`config.mk`:
```
export PLATFORM = sky130hd
export DESIGN_NAME = des_core
export DESIGN_NICKNAME = d
export VERILOG_FILES = /design/src/des_pkg.sv /design/src/des_round_function.sv /design/src/des_key_schedule.sv /design/src/des_control.sv /design/src/des_core.sv
export SDC_FILE = /design/constraint.sdc
export NUM_CORES = 1
export LEC_CHECK = 0
export BUFFER_PORTS_ARGS = -buffer_cell sky130_fd_sc_hd__buf_2
export CAP_MARGIN = 15
export CORE_MARGIN = 2
export CORE_UTILIZATION = 30
export CTS_CLUSTER_SIZE = 16
export DETAILED_ROUTE_END_ITERATION = 12
export GPL_TIMING_DRIVEN = 0
export PLACE_DENSITY = 0.45
export SLEW_MARGIN = 30
export SYNTH_ARGS = -nofsm -noshare
export SYNTH_HDL_FRONTEND = slang
export SYNTH_SLANG_ARGS = --single-unit
```
`constraint.sdc`:
```
create_clock -name i_Clk -period 10 [get_ports i_Clk]
set_input_delay 1 -clock i_Clk [delete_from_list [all_inputs] [get_ports i_Clk]]
set_output_delay 1 -clock i_Clk [all_outputs]
set_load 0.05 [all_outputs]
```
`src/des_pkg.sv`:
```
package des_pkg;

	// tables use standard DES numbering, bit 1 is the MSB
	// standard bit n of a W-bit vector sits at index [W-n]

	localparam int BLOCK_W    = 64;
	localparam int HALF_W     = 32;
	localparam int KEY_HALF_W = 28;
	localparam int SUBKEY_W   = 48;
	localparam int NUM_ROUNDS = 16;
	localparam int ROUND_W    = 4;
	localparam int LATENCY    = 17;	// start accepted to done

	typedef logic [BLOCK_W-1:0]    block_t;
	typedef logic [HALF_W-1:0]     half_t;
	typedef logic [KEY_HALF_W-1:0] key_half_t;
	typedef logic [SUBKEY_W-1:0]   subkey_t;
	typedef logic [ROUND_W-1:0]    round_t;

	// ------------------------------------------------------------------------
	// permutations, entry i is the source bit of output bit i+1

	localparam int IP_TABLE [BLOCK_W] = '{
		58, 50, 42, 34, 26, 18, 10, 2, 60, 52, 44, 36, 28, 20, 12, 4,
		62, 54, 46, 38, 30, 22, 14, 6, 64, 56, 48, 40, 32, 24, 16, 8,
		57, 49, 41, 33, 25, 17,  9, 1, 59, 51, 43, 35, 27, 19, 11, 3,
		61, 53, 45, 37, 29, 21, 13, 5, 63, 55, 47, 39, 31, 23, 15, 7
	};

	localparam int FP_TABLE [BLOCK_W] = '{
		40, 8, 48, 16, 56, 24, 64, 32, 39, 7, 47, 15, 55, 23, 63, 31,
		38, 6, 46, 14, 54, 22, 62, 30, 37, 5, 45, 13, 53, 21, 61, 29,
		36, 4, 44, 12, 52, 20, 60, 28, 35, 3, 43, 11, 51, 19, 59, 27,
		34, 2, 42, 10, 50, 18, 58, 26, 33, 1, 41,  9, 49, 17, 57, 25
	};

	localparam int PC1_TABLE [2*KEY_HALF_W] = '{
		57, 49, 41, 33, 25, 17,  9,  1, 58, 50, 42, 34, 26, 18,
		10,  2, 59, 51, 43, 35, 27, 19, 11,  3, 60, 52, 44, 36,
		63, 55, 47, 39, 31, 23, 15,  7, 62, 54, 46, 38, 30, 22,
		14,  6, 61, 53, 45, 37, 29, 21, 13,  5, 28, 20, 12,  4
	};

	localparam int PC2_TABLE [SUBKEY_W] = '{
		14, 17, 11, 24,  1,  5,  3, 28, 15,  6, 21, 10,
		23, 19, 12,  4, 26,  8, 16,  7, 27, 20, 13,  2,
		41, 52, 31, 37, 47, 55, 30, 40, 51, 45, 33, 48,
		44, 49, 39, 56, 34, 53, 46, 42, 50, 36, 29, 32
	};

	localparam int E_TABLE [SUBKEY_W] = '{
		32,  1,  2,  3,  4,  5,  4,  5,  6,  7,  8,  9,
		 8,  9, 10, 11, 12, 13, 12, 13, 14, 15, 16, 17,
		16, 17, 18, 19, 20, 21, 20, 21, 22, 23, 24, 25,
		24, 25, 26, 27, 28, 29, 28, 29, 30, 31, 32,  1
	};

	localparam int P_TABLE [HALF_W] = '{
		16,  7, 20, 21, 29, 12, 28, 17,  1, 15, 23, 26,  5, 18, 31, 10,
		 2,  8, 24, 14, 32, 27,  3,  9, 19, 13, 30,  6, 22, 11,  4, 25
	};

	// one-bit rotation rounds, index 0 is round 1
	localparam bit SHIFT_ONE [NUM_ROUNDS] = '{
		1, 1, 0, 0, 0, 0, 0, 0, 1, 0, 0, 0, 0, 0, 0, 1
	};

	// ------------------------------------------------------------------------
	// s-boxes, entry index is {row, column}

	localparam logic [3:0] SBOX_TABLE [8][64] = '{
		'{14,  4, 13,  1,  2, 15, 11,  8,  3, 10,  6, 12,  5,  9,  0,  7,
		   0, 15,  7,  4, 14,  2, 13,  1, 10,  6, 12, 11,  9,  5,  3,  8,
		   4,  1, 14,  8, 13,  6,  2, 11, 15, 12,  9,  7,  3, 10,  5,  0,
		  15, 12,  8,  2,  4,  9,  1,  7,  5, 11,  3, 14, 10,  0,  6, 13},
		'{15,  1,  8, 14,  6, 11,  3,  4,  9,  7,  2, 13, 12,  0,  5, 10,
		   3, 13,  4,  7, 15,  2,  8, 14, 12,  0,  1, 10,  6,  9, 11,  5,
		   0, 14,  7, 11, 10,  4, 13,  1,  5,  8, 12,  6,  9,  3,  2, 15,
		  13,  8, 10,  1,  3, 15,  4,  2, 11,  6,  7, 12,  0,  5, 14,  9},
		'{10,  0,  9, 14,  6,  3, 15,  5,  1, 13, 12,  7, 11,  4,  2,  8,
		  13,  7,  0,  9,  3,  4,  6, 10,  2,  8,  5, 14, 12, 11, 15,  1,
		  13,  6,  4,  9,  8, 15,  3,  0, 11,  1,  2, 12,  5, 10, 14,  7,
		   1, 10, 13,  0,  6,  9,  8,  7,  4, 15, 14,  3, 11,  5,  2, 12},
		'{ 7, 13, 14,  3,  0,  6,  9, 10,  1,  2,  8,  5, 11, 12,  4, 15,
		  13,  8, 11,  5,  6, 15,  0,  3,  4,  7,  2, 12,  1, 10, 14,  9,
		  10,  6,  9,  0, 12, 11,  7, 13, 15,  1,  3, 14,  5,  2,  8,  4,
		   3, 15,  0,  6, 10,  1, 13,  8,  9,  4,  5, 11, 12,  7,  2, 14},
		'{ 2, 12,  4,  1,  7, 10, 11,  6,  8,  5,  3, 15, 13,  0, 14,  9,
		  14, 11,  2, 12,  4,  7, 13,  1,  5,  0, 15, 10,  3,  9,  8,  6,
		   4,  2,  1, 11, 10, 13,  7,  8, 15,  9, 12,  5,  6,  3,  0, 14,
		  11,  8, 12,  7,  1, 14,  2, 13,  6, 15,  0,  9, 10,  4,  5,  3},
		'{12,  1, 10, 15,  9,  2,  6,  8,  0, 13,  3,  4, 14,  7,  5, 11,
		  10, 15,  4,  2,  7, 12,  9,  5,  6,  1, 13, 14,  0, 11,  3,  8,
		   9, 14, 15,  5,  2,  8, 12,  3,  7,  0,  4, 10,  1, 13, 11,  6,
		   4,  3,  2, 12,  9,  5, 15, 10, 11, 14,  1,  7,  6,  0,  8, 13},
		'{ 4, 11,  2, 14, 15,  0,  8, 13,  3, 12,  9,  7,  5, 10,  6,  1,
		  13,  0, 11,  7,  4,  9,  1, 10, 14,  3,  5, 12,  2, 15,  8,  6,
		   1,  4, 11, 13, 12,  3,  7, 14, 10, 15,  6,  8,  0,  5,  9,  2,
		   6, 11, 13,  8,  1,  4, 10,  7,  9,  5,  0, 15, 14,  2,  3, 12},
		'{13,  2,  8,  4,  6, 15, 11,  1, 10,  9,  3, 14,  5,  0, 12,  7,
		   1, 15, 13,  8, 10,  3,  7,  4, 12,  5,  6, 11,  0, 14,  9,  2,
		   7, 11,  4,  1,  9, 12, 14,  2,  0,  6, 10, 13, 15,  3,  5,  8,
		   2,  1, 14,  7,  4, 10,  8, 13, 15, 12,  9,  0,  3,  5,  6, 11}
	};

endpackage

```
`src/des_round_function.sv`:
```
`timescale 1ns/1ps

module des_round_function (
	input  des_pkg::half_t   i_R,
	input  des_pkg::subkey_t i_Subkey,
	output des_pkg::half_t   o_F
);

	des_pkg::subkey_t w_expand;
	des_pkg::subkey_t w_mix;
	des_pkg::half_t   w_sbox;

	// ------------------------------------------------------------------------
	// expansion and key mix

	always_comb begin
		for (int i = 0; i < des_pkg::SUBKEY_W; i++)
			w_expand[des_pkg::SUBKEY_W-1-i] = i_R[des_pkg::HALF_W - des_pkg::E_TABLE[i]];
	end

	assign w_mix = w_expand ^ i_Subkey;

	// ------------------------------------------------------------------------
	// s-box lookups, box 1 takes the top six bits

	always_comb begin
		logic [5:0] grp;
		for (int b = 0; b < 8; b++) begin
			grp = w_mix[des_pkg::SUBKEY_W-1-6*b -: 6];
			w_sbox[des_pkg::HALF_W-1-4*b -: 4] = des_pkg::SBOX_TABLE[b][{grp[5], grp[0], grp[4:1]}];
		end
	end

	// P permutation
	always_comb begin
		for (int i = 0; i < des_pkg::HALF_W; i++)
			o_F[des_pkg::HALF_W-1-i] = w_sbox[des_pkg::HALF_W - des_pkg::P_TABLE[i]];
	end

endmodule

```
`src/des_key_schedule.sv`:
```
`timescale 1ns/1ps

module des_key_schedule (
	input  logic             i_Clk,
	input  logic             i_Rst,
	input  logic             i_Load,
	input  logic             i_Step,
	input  logic             i_Dec,
	input  des_pkg::block_t  i_Key,
	input  des_pkg::round_t  i_Round,
	output des_pkg::subkey_t o_Subkey
);

	logic [2*des_pkg::KEY_HALF_W-1:0] w_pc1;
	logic [2*des_pkg::KEY_HALF_W-1:0] w_cd;
	des_pkg::key_half_t r_c, r_d;
	des_pkg::round_t    w_next;		// next encrypt round
	des_pkg::round_t    w_mirror;	// round being undone on decrypt
	logic               r_dec;
	logic               w_one;

	function automatic des_pkg::key_half_t rotate(input des_pkg::key_half_t x,
			input logic right, input logic one);
		int n;
		n = one ? 1 : 2;
		if (right)
			rotate = (x >> n) | (x << (des_pkg::KEY_HALF_W - n));
		else
			rotate = (x << n) | (x >> (des_pkg::KEY_HALF_W - n));
	endfunction

	always_comb begin
		for (int i = 0; i < 2*des_pkg::KEY_HALF_W; i++)
			w_pc1[2*des_pkg::KEY_HALF_W-1-i] = i_Key[des_pkg::BLOCK_W - des_pkg::PC1_TABLE[i]];
	end

	assign w_next   = i_Round + 1'b1;	// wraps after the last round
	assign w_mirror = ~i_Round;
	assign w_one    = r_dec ? des_pkg::SHIFT_ONE[w_mirror] : des_pkg::SHIFT_ONE[w_next];

	always_ff @(posedge i_Clk or negedge i_Rst) begin
		if (!i_Rst)
			r_dec <= 1'b0;
		else if (i_Load)
			r_dec <= i_Dec;
	end

	// encrypt loads C1/D1 while decrypt loads C16/D16 which equal C0/D0
	always_ff @(posedge i_Clk) begin
		if (i_Load) begin
			r_c <= i_Dec ? w_pc1[55:28] : rotate(w_pc1[55:28], 1'b0, 1'b1);
			r_d <= i_Dec ? w_pc1[27:0] : rotate(w_pc1[27:0], 1'b0, 1'b1);
		end else if (i_Step) begin
			r_c <= rotate(r_c, r_dec, w_one);
			r_d <= rotate(r_d, r_dec, w_one);
		end
	end

	assign w_cd = {r_c, r_d};

	always_comb begin
		for (int i = 0; i < des_pkg::SUBKEY_W; i++)
			o_Subkey[des_pkg::SUBKEY_W-1-i] = w_cd[2*des_pkg::KEY_HALF_W - des_pkg::PC2_TABLE[i]];
	end

endmodule

```
`src/des_control.sv`:
```
`timescale 1ns/1ps

module des_control (
	input  logic            i_Clk,
	input  logic            i_Rst,
	input  logic            i_Start,
	input  des_pkg::block_t i_Text,
	input  des_pkg::half_t  i_F,
	output logic            o_Load,
	output logic            o_Step,
	output des_pkg::round_t o_Round,
	output des_pkg::half_t  o_R,
	output logic            o_Busy,
	output logic            o_Done,
	output des_pkg::block_t o_Text
);

	typedef enum logic [1:0] {
		S_IDLE,
		S_ROUND,
		S_FINISH
	} state_t;

	state_t          r_state;
	des_pkg::round_t r_round;
	des_pkg::half_t  r_l, r_r;
	des_pkg::block_t w_ip, w_fp;
	des_pkg::block_t w_preout;
	logic            w_last;

	// ------------------------------------------------------------------------
	// initial and final permutations

	assign w_preout = {r_r, r_l};

	always_comb begin
		for (int i = 0; i < des_pkg::BLOCK_W; i++) begin
			w_ip[des_pkg::BLOCK_W-1-i] = i_Text[des_pkg::BLOCK_W - des_pkg::IP_TABLE[i]];
			w_fp[des_pkg::BLOCK_W-1-i] = w_preout[des_pkg::BLOCK_W - des_pkg::FP_TABLE[i]];
		end
	end

	assign o_Load  = i_Start && (r_state == S_IDLE);
	assign o_Step  = (r_state == S_ROUND);
	assign o_Busy  = (r_state != S_IDLE);
	assign o_Round = r_round;
	assign o_R     = r_r;
	assign w_last  = (r_round == des_pkg::round_t'(des_pkg::NUM_ROUNDS - 1));

	// ------------------------------------------------------------------------
	// sequencer

	always_ff @(posedge i_Clk or negedge i_Rst) begin
		if (!i_Rst) begin
			r_state <= S_IDLE;
			r_round <= '0;
			o_Done  <= 1'b0;
			o_Text  <= '0;
		end else begin
			o_Done <= 1'b0;
			case (r_state)
				S_IDLE: begin
					r_round <= '0;
					if (i_Start)
						r_state <= S_ROUND;
				end
				S_ROUND: begin
					r_round <= r_round + 1'b1;
					if (w_last)
						r_state <= S_FINISH;
				end
				default: begin
					o_Text  <= w_fp;	// swapped halves
					o_Done  <= 1'b1;
					r_state <= S_IDLE;
				end
			endcase
		end
	end

	always_ff @(posedge i_Clk) begin
		if (o_Load) begin
			r_l <= w_ip[des_pkg::BLOCK_W-1:des_pkg::HALF_W];
			r_r <= w_ip[des_pkg::HALF_W-1:0];
		end else if (o_Step) begin
			r_l <= r_r;
			r_r <= r_l ^ i_F;	// feistel
		end
	end

endmodule

```
`src/des_core.sv`:
```
`timescale 1ns/1ps

module des_core (
	input  logic            i_Clk,
	input  logic            i_Rst,
	input  logic            i_Start,
	input  logic            i_Dec,
	input  des_pkg::block_t i_Key,
	input  des_pkg::block_t i_Text,
	output logic            o_Busy,
	output logic            o_Done,
	output des_pkg::block_t o_Text
);

	logic             w_load;
	logic             w_step;
	des_pkg::round_t  w_round;
	des_pkg::subkey_t w_subkey;
	des_pkg::half_t   w_r_half;
	des_pkg::half_t   w_f_out;

	des_control u_control (
		.i_Clk   (i_Clk),
		.i_Rst   (i_Rst),
		.i_Start (i_Start),
		.i_Text  (i_Text),
		.i_F     (w_f_out),
		.o_Load  (w_load),
		.o_Step  (w_step),
		.o_Round (w_round),
		.o_R     (w_r_half),
		.o_Busy  (o_Busy),
		.o_Done  (o_Done),
		.o_Text  (o_Text)
	);

	// key and direction only reach the key schedule
	des_key_schedule u_key_schedule (
		.i_Clk    (i_Clk),
		.i_Rst    (i_Rst),
		.i_Load   (w_load),
		.i_Step   (w_step),
		.i_Dec    (i_Dec),
		.i_Key    (i_Key),
		.i_Round  (w_round),
		.o_Subkey (w_subkey)
	);

	des_round_function u_round_function (
		.i_R      (w_r_half),
		.i_Subkey (w_subkey),
		.o_F      (w_f_out)
	);

endmodule

```
== After elaboration in Yosys (flattened, before gate mapping) ==
Memories as Yosys holds them, arrays and structs flattened.
Index checks and enable logic that the tools add are counted.

* ROM bits: 2080
* Flip-flop bits (word level): 192
* Output and inout bits: 66
* Bits of input ports: 132
* Word-level logic and storage cells: 108
* Memories: 10

{| class="wikitable"
|+ Memories
! memory !! depth !! bits a word !! read ports !! clocked after memory_dff !! write ports !! line !! text
|-
| (name not given) || 64 || 4 || 1 || 0 || 0 || des_round_function.sv:30 || <nowiki>w_sbox[des_pkg::HALF_W-1-4*b -: 4] = des_pkg::SBOX_TABLE[b][{grp[5], grp[0], grp[4:1]}];</nowiki>
|-
| (name not given) || 64 || 4 || 1 || 0 || 0 || des_round_function.sv:30 ||
|-
| (name not given) || 64 || 4 || 1 || 0 || 0 || des_round_function.sv:30 ||
|-
| (name not given) || 64 || 4 || 1 || 0 || 0 || des_round_function.sv:30 ||
|-
| (name not given) || 64 || 4 || 1 || 0 || 0 || des_round_function.sv:30 ||
|-
| (name not given) || 64 || 4 || 1 || 0 || 0 || des_round_function.sv:30 ||
|-
| +4 memories || -- || -- || -- || -- || -- || -- ||
|}

* Bitwise gates (word level): 19
* Shifts and indexed selects: 8
* Equal/unequal tests: 4
* Mux-type cells: 39
* Reductions and logical operators: 7
* $add $sub $neg: 2
* $lt $le $gt $ge: 10

{| class="wikitable"
|+ Operators by type and width
! operator !! count
|-
| 28-bit 2-to-1 mux || 8
|-
| 32-bit 2-to-1 mux || 4
|-
| 28-bit by 32-bit << shifter with 28-bit output || 4
|-
| 28-bit by 32-bit right shift with 28-bit output || 4
|-
| 28-bit OR || 4
|-
| 4-bit 2-to-1 mux || 16
|-
| 7-bit >= comparator (second input constant) || 8
|-
| 6-bit inverter with 7-bit output || 8
|-
| 28-bit by 1-bit OR with 28-bit output || 2
|-
| 48-bit bitwise XOR || 1
|-
| 6-bit by 32-bit subtractor with 32-bit output (first input constant) || 1
|-
| 32-bit bitwise XOR || 1
|-
| 5-bit >= comparator (second input constant) || 2
|-
| 4-bit inverter with 5-bit output || 2
|-
| 4-bit case mux with 2 select lines || 1
|-
| 1-bit 2-to-1 mux || 6
|-
| 2-bit 2-to-1 mux || 3
|-
| 2-bit nonzero test || 3
|-
| 4-bit by 1-bit adder with 4-bit output (second input constant) || 1
|-
| 4-bit == test (second input constant) || 1
|-
| 2-bit inequality test (second input constant) || 2
|-
| 4-bit inverter || 1
|-
| 2-bit case mux with 2 select lines || 1
|-
| 2-bit by 1-bit == test with 1-bit output (second input constant) || 1
|-
| other kinds (4) || 4
|}

== Longest topological paths before layout ==
Gate-level depths: netlist of the first run.

* Word-level depth: 13
* Mapped depth: 11

== Modules after synthesis ==
A second synthesis of the first run with hierarchy kept.

* Cells, all modules: 1646
* Area total of the unflattened synthesis: 16258.1 µm²

{| class="wikitable"
|+ By module, submodules not included
! module !! area each (µm²) !! cells an instance !! instances !! seq. area each (µm²)
|-
| des_control || 5604.1 || 368 || 1 || 3698.5
|-
| des_key_schedule || 5417.7 || 603 || 1 || 1706.6
|-
| des_round_function || 5236.3 || 675 || 1 || 0.0
|}

== Worst setup path before layout of the first run ==
Ideal clock, no wire load.

* Path kind: input to register
* Start: in i_Start
* End: reg u_control.r_r[0] (netlist: u_control.o_R[0]) (enable)
* Slack: 3.308 ns
* Arrival time: 6.088 ns
* Cell stages on the path: 2
* Path buffers: 0
* Cells stage by stage: nor2_1 nor2_1

* Word-level cells in the longest chain between the ends: 2

{| class="wikitable"
|+ Ends and longest elaborated chain
! item !! line !! text
|-
| from (decl) || des_core.sv:6 || <nowiki>input logic i_Start,</nowiki>
|-
| 1-bit logical AND || des_control.sv:43 || <nowiki>assign o_Load = i_Start && (r_state == S_IDLE);</nowiki>
|-
| 2-bit nonzero test (no line) || -- ||
|-
| to (signal assigned) || des_control.sv:84 || <nowiki>r_r <= w_ip[des_pkg::HALF_W-1:0];</nowiki>
|-
| to (signal assigned) || des_control.sv:87 || <nowiki>r_r <= r_l ^ i_F;</nowiki>
|-
| to (decl) || des_control.sv:26 || <nowiki>des_pkg::half_t r_l, r_r;</nowiki>
|}

Every way passes these cells.
A chain may end at the register's enable or synchronous reset.

== Final worst setup path of the first run ==
* Start: reg u_key_schedule.r_d[0]
* End: reg u_control.r_r[25] (netlist: u_control.o_R[25]), data pin

* Word-level cells in the longest chain between the ends: 8

{| class="wikitable"
|+ Ends and longest elaborated chain
! item !! line !! text
|-
| from (decl) || des_key_schedule.sv:16 || <nowiki>des_pkg::key_half_t r_c, r_d;</nowiki>
|-
| from (signal assigned) || des_key_schedule.sv:52 || <nowiki>r_d <= i_Dec ? w_pc1[27:0] : rotate(w_pc1[27:0], 1'b0, 1'b1);</nowiki>
|-
| from (signal assigned) || des_key_schedule.sv:55 || <nowiki>r_d <= rotate(r_d, r_dec, w_one);</nowiki>
|-
| 48-bit bitwise XOR || des_round_function.sv:21 || <nowiki>assign w_mix = w_expand ^ i_Subkey;</nowiki>
|-
| 6-bit inverter with 7-bit output (not written as such) || des_round_function.sv:30 ||
|-
| memory read 64 x 4 bit || -- ||
|-
| 4-bit 2-to-1 mux (not written as such) (2 in series) || des_round_function.sv:30 ||
|-
| 32-bit bitwise XOR || des_control.sv:87 ||
|-
| 32-bit 2-to-1 mux || des_control.sv:85 || <nowiki>end else if (o_Step) begin</nowiki>
|-
| 32-bit 2-to-1 mux || des_control.sv:82 || <nowiki>if (o_Load) begin</nowiki>
|}

Every way passes these cells. The select of a mux whose other input is x is not followed.

==> flow_summary.json, run 1 <==
{
  "syn-instance-count": 1568,
  "dr.max_layer_used": "met4",
  "syn_area_per_cell_um2": 9.79,
  "design_area_um2": 18000,
  "multiInputGateArea_um2": 9170,
  "wl_per_cell_um": 22.4,
  "firstDrtPassIters": 7,
  "grt.overflow.total": 0,
  "grt_first_pass_wirelength_um": 82000,
  "fp.dieH_um": 230,
  "finalHoldViolations": 0,
  "synth_nets": 1765,
  "yosys.area.top_type": "edfxtp_1",
  "synth_edf_count": 120,
  "numPortBuffers": 188,
  "slew_headroom_pct": 33.3,
  "cts_made_buffers": 17,
  "root_buffer": "clkbuf_16",
  "antenna_found_initial": 1,
  "first_global_vias": 12700,
  "path_max_fanout": 7,
  "yosysWarningCount": 0,
  "regArea_um2": 5410,
  "setup_viol": 0,
  "htree_levels": 4,
  "ant_nets": 0,
  "startpoint_type": "register",
  "die_w_um": 230,
  "drt-initial-drc-count": 1088,
  "core_um2": 50400,
  "postCtsSetupBuffers": 0,
  "synth_common_cells": "199 x nand2_1, 183 x mux2i_1, 120 x edfxtp_1",
  "reg2reg_setup_slack_ns": 6.04,
  "r2r-start": "u_key_schedule.r_d[0]",
  "antenna_cells": 0,
  "rsz0062_at_grt": "no",
  "clock_latency_ns": 0.50,
  "status": "finished clean",
  "critical_path_arrival_ns": 4.18,
  "cts.clk_slew.worst_paths_ns": 0.09,
  "end_kind": "register",
  "max_cap_violations": 0,
  "min_path_type": "in2async",
  "clock_skew_ns": 0.0235,
  "finalCriticalPeriod_ns": 3.96,
  "rows": 82,
  "ctsHoldBuffers": 0,
  "cts_sinks": 192,
  "cts_tree": "done",
  "synthFlopType": "edfxtp_1",
  "period_share_pct": 39.6,
  "grt_max_degree": 61,
  "yosysSeqAreaShare_pct": 35.2,
  "ioPinCount": 198,
  "vias_per_cell": 5.35,
  "m1WireLength_um": 25900,
  "cts-resized-gates": 0,
  "grtUsageTotal_pct": 20.8,
  "yosysTopAreaCellShare_pct": 23.5,
  "fmax_mhz": 252,
  "drt-total-wl_um": 55300,
  "startpoint": "u_key_schedule.r_d[0]",
  "final_nets": 1981,
  "clockBufferDepth": 2,
  "synth_cell_type_count": 76,
  "n_fill_cell": 5177,
  "area_growth_pct": 17.1,
  "die_area_um2": 53000,
  "num_vias": 13200,
  "synthTopCellsByArea": "edfxtp_1 23%, mux2i_1 12%, dfrtp_1 12%",
  "tightestPinTransition_ns": 1.00,
  "slew_viol_final": 0,
  "worstPathRequired_ns": 10.22,
  "dp_hpwl_um": 42500,
  "async_reset_ff_share_pct": 37.5,
  "placed_area_um2": 17400,
  "drive_above_1_share_pct": 21.0,
  "gp_congestion": 0.895,
  "wl_met3_um": 2710,
  "synth-seq-cells": 192,
  "route.met2.wl_um": 25200,
  "start_util_pct": 30.5,
  "drc": 0,
  "syn_area_um2": 15400,
  "synth_most_common_cell": "nand2_1",
  "worst-setup-path-type": "reg2reg"
}
-- logic make-up after synthesis --
kind of cell             after synthesis  synth area share, %
flip-flops                           192                 35.2
AND/OR/NAND/NOR                      375                 10.2
multiplexers                         274                 20.4
adder cells (fa/ha/maj)               65                 5.30
buffers and inverters                166                 5.19
AO/OA/AOI/OAI                        367                 15.9
XOR/XNOR                             129                 7.78
-- final timing paths --
kind	endpoint	depth (start not counted)
hold reg to reg	u_control.o_Text[32]	1
setup / recovery	u_control.o_R[25]	9
setup reg to reg	u_control.o_R[25]	9
min in group i_Clk	u_control.o_Text[32]	1
max in group asynchronous	u_control.o_Text[1]	2
hold / removal	u_control.o_Text[44]	1
-- cell type report --
class	count	area share, %
inverters	47	0.996
clock inverters	11	0.703
flip-flops and latches	192	30.1
multi-input cells	1210	51.0
plain buffers	119	3.45
repair buffers	197	6.49
well taps	672	4.68
clock buffers	21	2.57
-- stage by stage --
stage                     TNS [ns]  setup slack (ns)  hold slack [ns]  utilization, %  std cells
after floorplan                  0              3.31            0.503               -       1568
after detailed placement         0              6.09            0.491            34.5       2437
after CTS                        0              6.09            0.285            35.7       2469
after global placement      -70.96            -0.599            0.484            34.0       2428
after global routing             0              5.91            0.302            35.7       2469
final                            0              6.04            0.314            35.7       2469
-- placed cells by master (no fill, tap or decap), drive strengths merged, types with 4 or more instances in the layout --
cell | synthesis | routed
inv | 44 | 48
xor2 | 56 | 56
nand2b | 5 | 5
dfrtp | 72 | 72
nand3 | 29 | 29
nor3 | 28 | 28
a2111oi | 4 | 4
a21o | 6 | 6
o2111ai | 4 | 4
or3 | 6 | 6
mux2i | 183 | 183
o221ai | 7 | 7
a21oi | 68 | 68
clkinv | 3 | 7
ha | 65 | 65
buf | 36 | 233
o22ai | 8 | 8
nand2 | 199 | 199
edfxtp | 120 | 120
o21ai | 104 | 104
a311oi | 5 | 5
o22a | 45 | 45
and2 | 4 | 4
mux4 | 24 | 24
xnor2 | 73 | 73
mux2 | 67 | 67
o311ai | 7 | 7
nor2 | 89 | 89
or2 | 7 | 7
o211ai | 21 | 21
o31ai | 5 | 5
a31oi | 18 | 18
a21boi | 5 | 5
clkbuf | 82 | 103
a211oi | 26 | 26
-- metal layers --
layer	vias up	GRT usage, %
met5	-	0
met3	70	3.16
met2	450	32.7
li1	6161	-
met4	0	6.77
met1	6537	29.1
-- flip-flops by register name, indices dropped and copies added, names as in the netlist --
signal	count
u_control.r_l	32
u_control.o_Done	1
u_control.o_Text	64
u_control.r_state	2
u_control.o_R	32
u_control.o_Round	4
u_key_schedule.r_d	28
u_key_schedule.r_c	28
u_key_schedule.r_dec	1
-- critical path, stage by stage, from the launching register on --
cell and delay, ns:
edfxtp_1 0.52, xnor2_1 0.61, inv_1 0.30, ha_1 0.48
nor2_1 0.27, a21oi_1 0.08, mux4_2 0.47, a22oi_1 0.67
xnor2_1 0.20, a21oi_1 0.09
Power of run 1 is not shown: default switching activity piles up to over one toggle a cycle in this logic, so the estimate is an artifact.
==> run 2, diff against run 1 <==
PLACE_DENSITY = 0.47   (was 0.45)
clock period = 3.3 ns   (was 10 ns; I/O delays follow)
==> run 2 against run 1 <==
Net effect:
- register-to-register slack worse by 5.9 ns
- utilization up 0.61 points
- highest routed layer unchanged
- routed wire length down 0.56%
- design area up 1.7%
- setup slack worse by 5.9 ns
- flip-flop and latch count unchanged
- die area unchanged
- global-route usage down 0.17 points
- fmax up 27%
- clock skew down 0.0042 ns
- via count down 0.36%
- first-iteration DRC count down 5.2%
==> flow_summary.json, run 2 (synthesis gave the netlist of run 1 again) <==
{
  "largest_reg_flops": 64,
  "layout_common_cells": "206 x buf_2, 199 x nand2_1, 183 x mux2i_1",
  "cts_made_buffers": 17,
  "dp_hpwl_um": 41900,
  "n_fill_cell": 5065,
  "start_util_pct": 30.5,
  "finalHoldViolations": 0,
  "root_buffer": "clkbuf_16",
  "worstPathRequired_ns": 3.49,
  "clockBufferDepth": 2,
  "grt.overflow.total": 0,
  "core_um2": 50400,
  "multiInputGateArea_um2": 9370,
  "slew_headroom_pct": 29.3,
  "ant_nets": 0,
  "setup_viol": 0,
  "setup_ws_ns": 0.174,
  "drt-total-wl_um": 55000,
  "startpoint": "u_key_schedule.r_c[4]",
  "clock_latency_ns": 0.48,
  "path_max_fanout": 11,
  "grt_max_degree": 60,
  "drive_above_1_share_pct": 22.6,
  "grtUsageMet1_pct": 28.5,
  "grt_first_pass_wirelength_um": 81800,
  "fmax_mhz": 320,
  "final_nets": 1987,
  "numPortBuffers": 188,
  "slew_viol_final": 0,
  "vias_per_cell": 5.32,
  "cts.clk_slew.worst_paths_ns": 0.09,
  "layout_commonest_cell": "buf_2",
  "cts_tree": "done",
  "worst-setup-path-type": "reg2reg",
  "fp.dieH_um": 230,
  "drt-initial-drc-count": 1031,
  "area_growth_pct": 19.1,
  "critical_path_arrival_ns": 3.32,
  "wl_per_cell_um": 22.2,
  "finalSetupTns_ns": 0,
  "firstDrtPassIters": 5,
  "regArea_um2": 5410,
  "max_flop_register": "u_control.o_Text",
  "status": "finished clean",
  "grtUsageTotal_pct": 20.6,
  "die_w_um": 230,
  "met2_usage_pct": 31.9,
  "antenna_found_initial": 1,
  "max_cap_violations": 0,
  "finalCriticalPeriod_ns": 3.13,
  "first_global_vias": 12900,
  "met3_usage_pct": 3.55,
  "ioPinCount": 198,
  "startpoint_type": "register",
  "min_path_type": "in2reg",
  "die_area_um2": 53000,
  "r2r-start": "u_key_schedule.r_c[4]",
  "tightestPinTransition_ns": 1.06,
  "post-place-ws_ns": -0.532,
  "drc": 0,
  "clock_skew_ns": 0.0193,
  "gp_congestion": 0.885,
  "num_vias": 13200,
  "grt-busiest-layer": "met2",
  "rows": 82,
  "hp-start": "i_Text[14]",
  "period_share_pct": 94.7,
  "htree_levels": 4,
  "cts_sinks": 192,
  "end_kind": "register"
}
[run 2: cell type report]
class                      instances  area share, %
inverter                          47           1.03
multi-input combinational       1210           51.2
antenna                            1         0.0137
clock buffer                      17           2.33
clock inverter                    15           1.18
tap                              672           4.60
sequential                       192           29.6
timing repair buffer             203           6.62
buffer                           119           3.40
[run 2: per-layer routing]
layer,routed length (um),vias to the layer above
met5,0,-
met4,1800,0
met3,2820,66
met2,24900,409
met1,25500,6522
li1,-,6174
[run 2: path summary, 6_finish.rpt]
path,endpoint,slack [ns],depth (start not counted)
worst max-delay path,u_control.o_R[9],0.17,9
worst min-delay path,u_control.r_l[30],0.12,3
worst max register to register,u_control.o_R[9],0.17,9
worst min register to register,u_control.o_Text[33],0.51,1
max in group asynchronous,u_control.o_Round[3],2.47,3
min in group asynchronous,u_control.o_Text[46],0.23,2
[run 2: timing repair]
action / 4_1_cts / 5_1_grt
hold buffers: 1 / 0
setup endpoints to repair: 37 / 21
resized for setup: 14 / 15
hold endpoints to repair: 72 / 0
pin swaps: 1 / 3
buffers inserted: 0 / 6
[run 2: worst max-delay path: stages, from the launching register on]
cell and delay (ns):
edfxtp_1 0.59, xor2_4 0.30, clkinv_2 0.21, ha_1 0.29, nor3_1 0.25, a211oi_1 0.08
or2_2 0.32, mux4_2 0.56, xnor2_1 0.17, a21oi_1 0.08
[run 2: metrics by stage]
stage               hold slack, ns  instance area, um2  std cells  util, %
floorplan                   0.0344               15400       1568        -
finish                       0.121               18300       2476     36.3
global placement             0.485               17100       2428     34.0
CTS                         0.0905               18100       2469     35.9
global route                 0.111               18300       2476     36.3
detailed placement           0.166               17400       2436     34.5
Power of run 2 is left out for the same reason.
==> run 3, diff against run 2 <==
CORE_UTILIZATION = 31   (was 30)
MAX_ROUTING_LAYER = met4   (was not set)
PLACE_DENSITY = 0.46   (was 0.47)
clock period = 3.5 ns   (was 3.3 ns; I/O delays follow)
==> run 3 against run 2 <==
Net effect:
- global-route usage increased by 1.4 points
- cell count decreased by 0.53%
- register-to-register slack about the same
- design area decreased by 1.1%
- critical path depth unchanged
- fmax decreased by 6.1%
- hold slack improved by 0.025 ns
- first-iteration DRC count increased by 7.8%
- count of clock-buffer cells in the layout increased by 1
- setup slack got worse by 0.0034 ns
- sequential share of layout area increased by 0.33 points
- critical path type unchanged
- critical endpoint is now u_control.o_R[14]
==> flow_summary.json, run 3 (synthesis gave the netlist of run 1 again) <==
{
  "met3_usage_pct": 2.32,
  "drive_above_1_share_pct": 21.9,
  "period_share_pct": 95.1,
  "postCtsSetupBuffers": 0,
  "end_kind": "register",
  "die_w_um": 227,
  "clockBufferDepth": 2,
  "cts_sinks": 192,
  "slew_headroom_pct": 31.3,
  "stdcell_count": 2463,
  "layout_common_cells": "205 x buf_2, 199 x nand2_1, 183 x mux2i_1",
  "antenna_found_initial": 1,
  "critical_path_arrival_ns": 3.52,
  "dp_cells": 2429,
  "grtUsageTotal_pct": 22.0,
  "worst-setup-path-type": "reg2reg",
  "met2_usage_pct": 33.9,
  "vias_per_cell": 5.35,
  "rsz0062_at_grt": "no",
  "start_util_pct": 31.4,
  "fmax_mhz": 300,
  "status": "finished clean",
  "max_flop_register": "u_control.o_Text",
  "max_cap_violations": 0,
  "num_vias": 13200,
  "finalCriticalPeriod_ns": 3.33,
  "grt-busiest-layer": "met2",
  "fp.dieH_um": 227,
  "first_global_vias": 12700,
  "dp_hpwl_um": 42200,
  "reg2reg_depth": 9,
  "grt_first_pass_wirelength_um": 81300,
  "hold_slack_ns": 0.146,
  "reg2reg_setup_slack_ns": 0.17,
  "startpoint_type": "register",
  "clock_skew_ns": 0.0183,
  "slew_viol_final": 0,
  "r2r-start": "u_control.o_R[24]",
  "tightestPinTransition_ns": 1.03,
  "cts.clk_slew.worst_paths_ns": 0.08,
  "die_area_um2": 51300,
  "path_max_fanout": 9,
  "area_growth_pct": 17.7,
  "grt_max_degree": 51,
  "wl_per_cell_um": 22.3,
  "hold_path_end": "u_control.r_l[23]",
  "drt-total-wl_um": 54900,
  "finalSetupTns_ns": 0,
  "grt.overflow.total": 0,
  "hp-start": "i_Text[4]",
  "final_nets": 1982,
  "final_util_pct": 36.9,
  "ant_nets": 0,
  "firstDrtPassIters": 5,
  "startpoint": "u_control.o_R[24]",
  "core_um2": 49000,
  "root_buffer": "clkbuf_16",
  "largest_reg_flops": 64,
  "cts_made_buffers": 17,
  "cts_tree": "done",
  "htree_levels": 4,
  "worstPathRequired_ns": 3.69,
  "drc": 0,
  "clock_latency_ns": 0.47,
  "ioPinCount": 198,
  "setup_viol": 0,
  "grtUsageMet1_pct": 30.5,
  "numPortBuffers": 188,
  "layout_commonest_cell": "buf_2",
  "hold_depth": 3,
  "finalHoldViolations": 0,
  "rows": 81,
  "drt-initial-drc-count": 1111,
  "min_path_type": "in2reg",
  "timing.rr.end": "u_control.o_R[14]",
  "gp_congestion": 0.959,
  "n_fill_cell": 4981
}
==> run 3: cell types whose count changed in the layout (fill, tap and decap cells not counted), moves of 2 or more <==
cell and change:
inv_8 +3, clkbuf_2 -2, inv_6 -2, clkbuf_1 +2, xor2_2 +3, xor2_4 -5, xor2_1 +2, buf_6 +2
clkinv_8 -4, buf_4 -6
==> run 3: worst max-delay path, cell delays in order, from the launching register on <==
cell and delay (ns):
edfxtp_1 0.58, xor2_2 0.49, clkinvlp_4 0.36, ha_1 0.30, mux4_2 0.48, nor2_1 0.11
a211oi_1 0.06, a21oi_1 0.40, xor2_1 0.18, a21oi_1 0.08
==> run 3: final cells by class <==
class	instances	area, um2	share of cell area, %
Clock buffer	18	439	2.43
Sequential cell	192	5410	29.9
Tap cell	664	831	4.60
Clock inverter	14	160	0.886
Multi-Input combinational cell	1210	9270	51.3
Timing Repair Buffer	198	1160	6.44
Buffer	119	618	3.42
Antenna cell	1	2.50	0.0138
Inverter	47	184	1.02
==> run 3: timing repair <==
| item | CTS | global route |
|---|---|---|
| resized for setup | 8 | 6 |
| endpoints found under the setup margin | 8 | 9 |
| hold endpoints to repair | 22 | 0 |
| hold buffers | 1 | 0 |
==> run 3: per-stage QoR <==
stage / cell area, um2 / setup slack [ns]
after floorplan: 15400 / 0.244
after detailed placement: 17400 / -0.305
after CTS: 18000 / 0.0310
final: 18100 / 0.170
after global routing: 18100 / 0.0252
after global placement: 17100 / -1.60
==> run 3: worst max path at each step <==
| stage | endpoint | slack, ns | cells after the start |
|---|---|---|---|
| after global placement | u_key_schedule.r_c[26] | -1.60 | 4 |
| after CTS | u_control.o_R[25] | 0.03 | 9 |
| after floorplan | u_control.o_R[0] | 0.24 | 4 |
| final | u_control.o_R[14] | 0.17 | 9 |
| after global routing | u_control.o_R[14] | 0.03 | 9 |
| after detailed placement | u_control.o_R[11] | -0.30 | 9 |
==> run 3: per-layer routing <==
metal | vias to the layer above | part of all wire, %
met5 | - | 0
met4 | 0 | 2.5
met3 | 63 | 3.8
met2 | 389 | 46
met1 | 6542 | 48
li1 | 6175 | -
Power of run 3 is left out for the same reason.
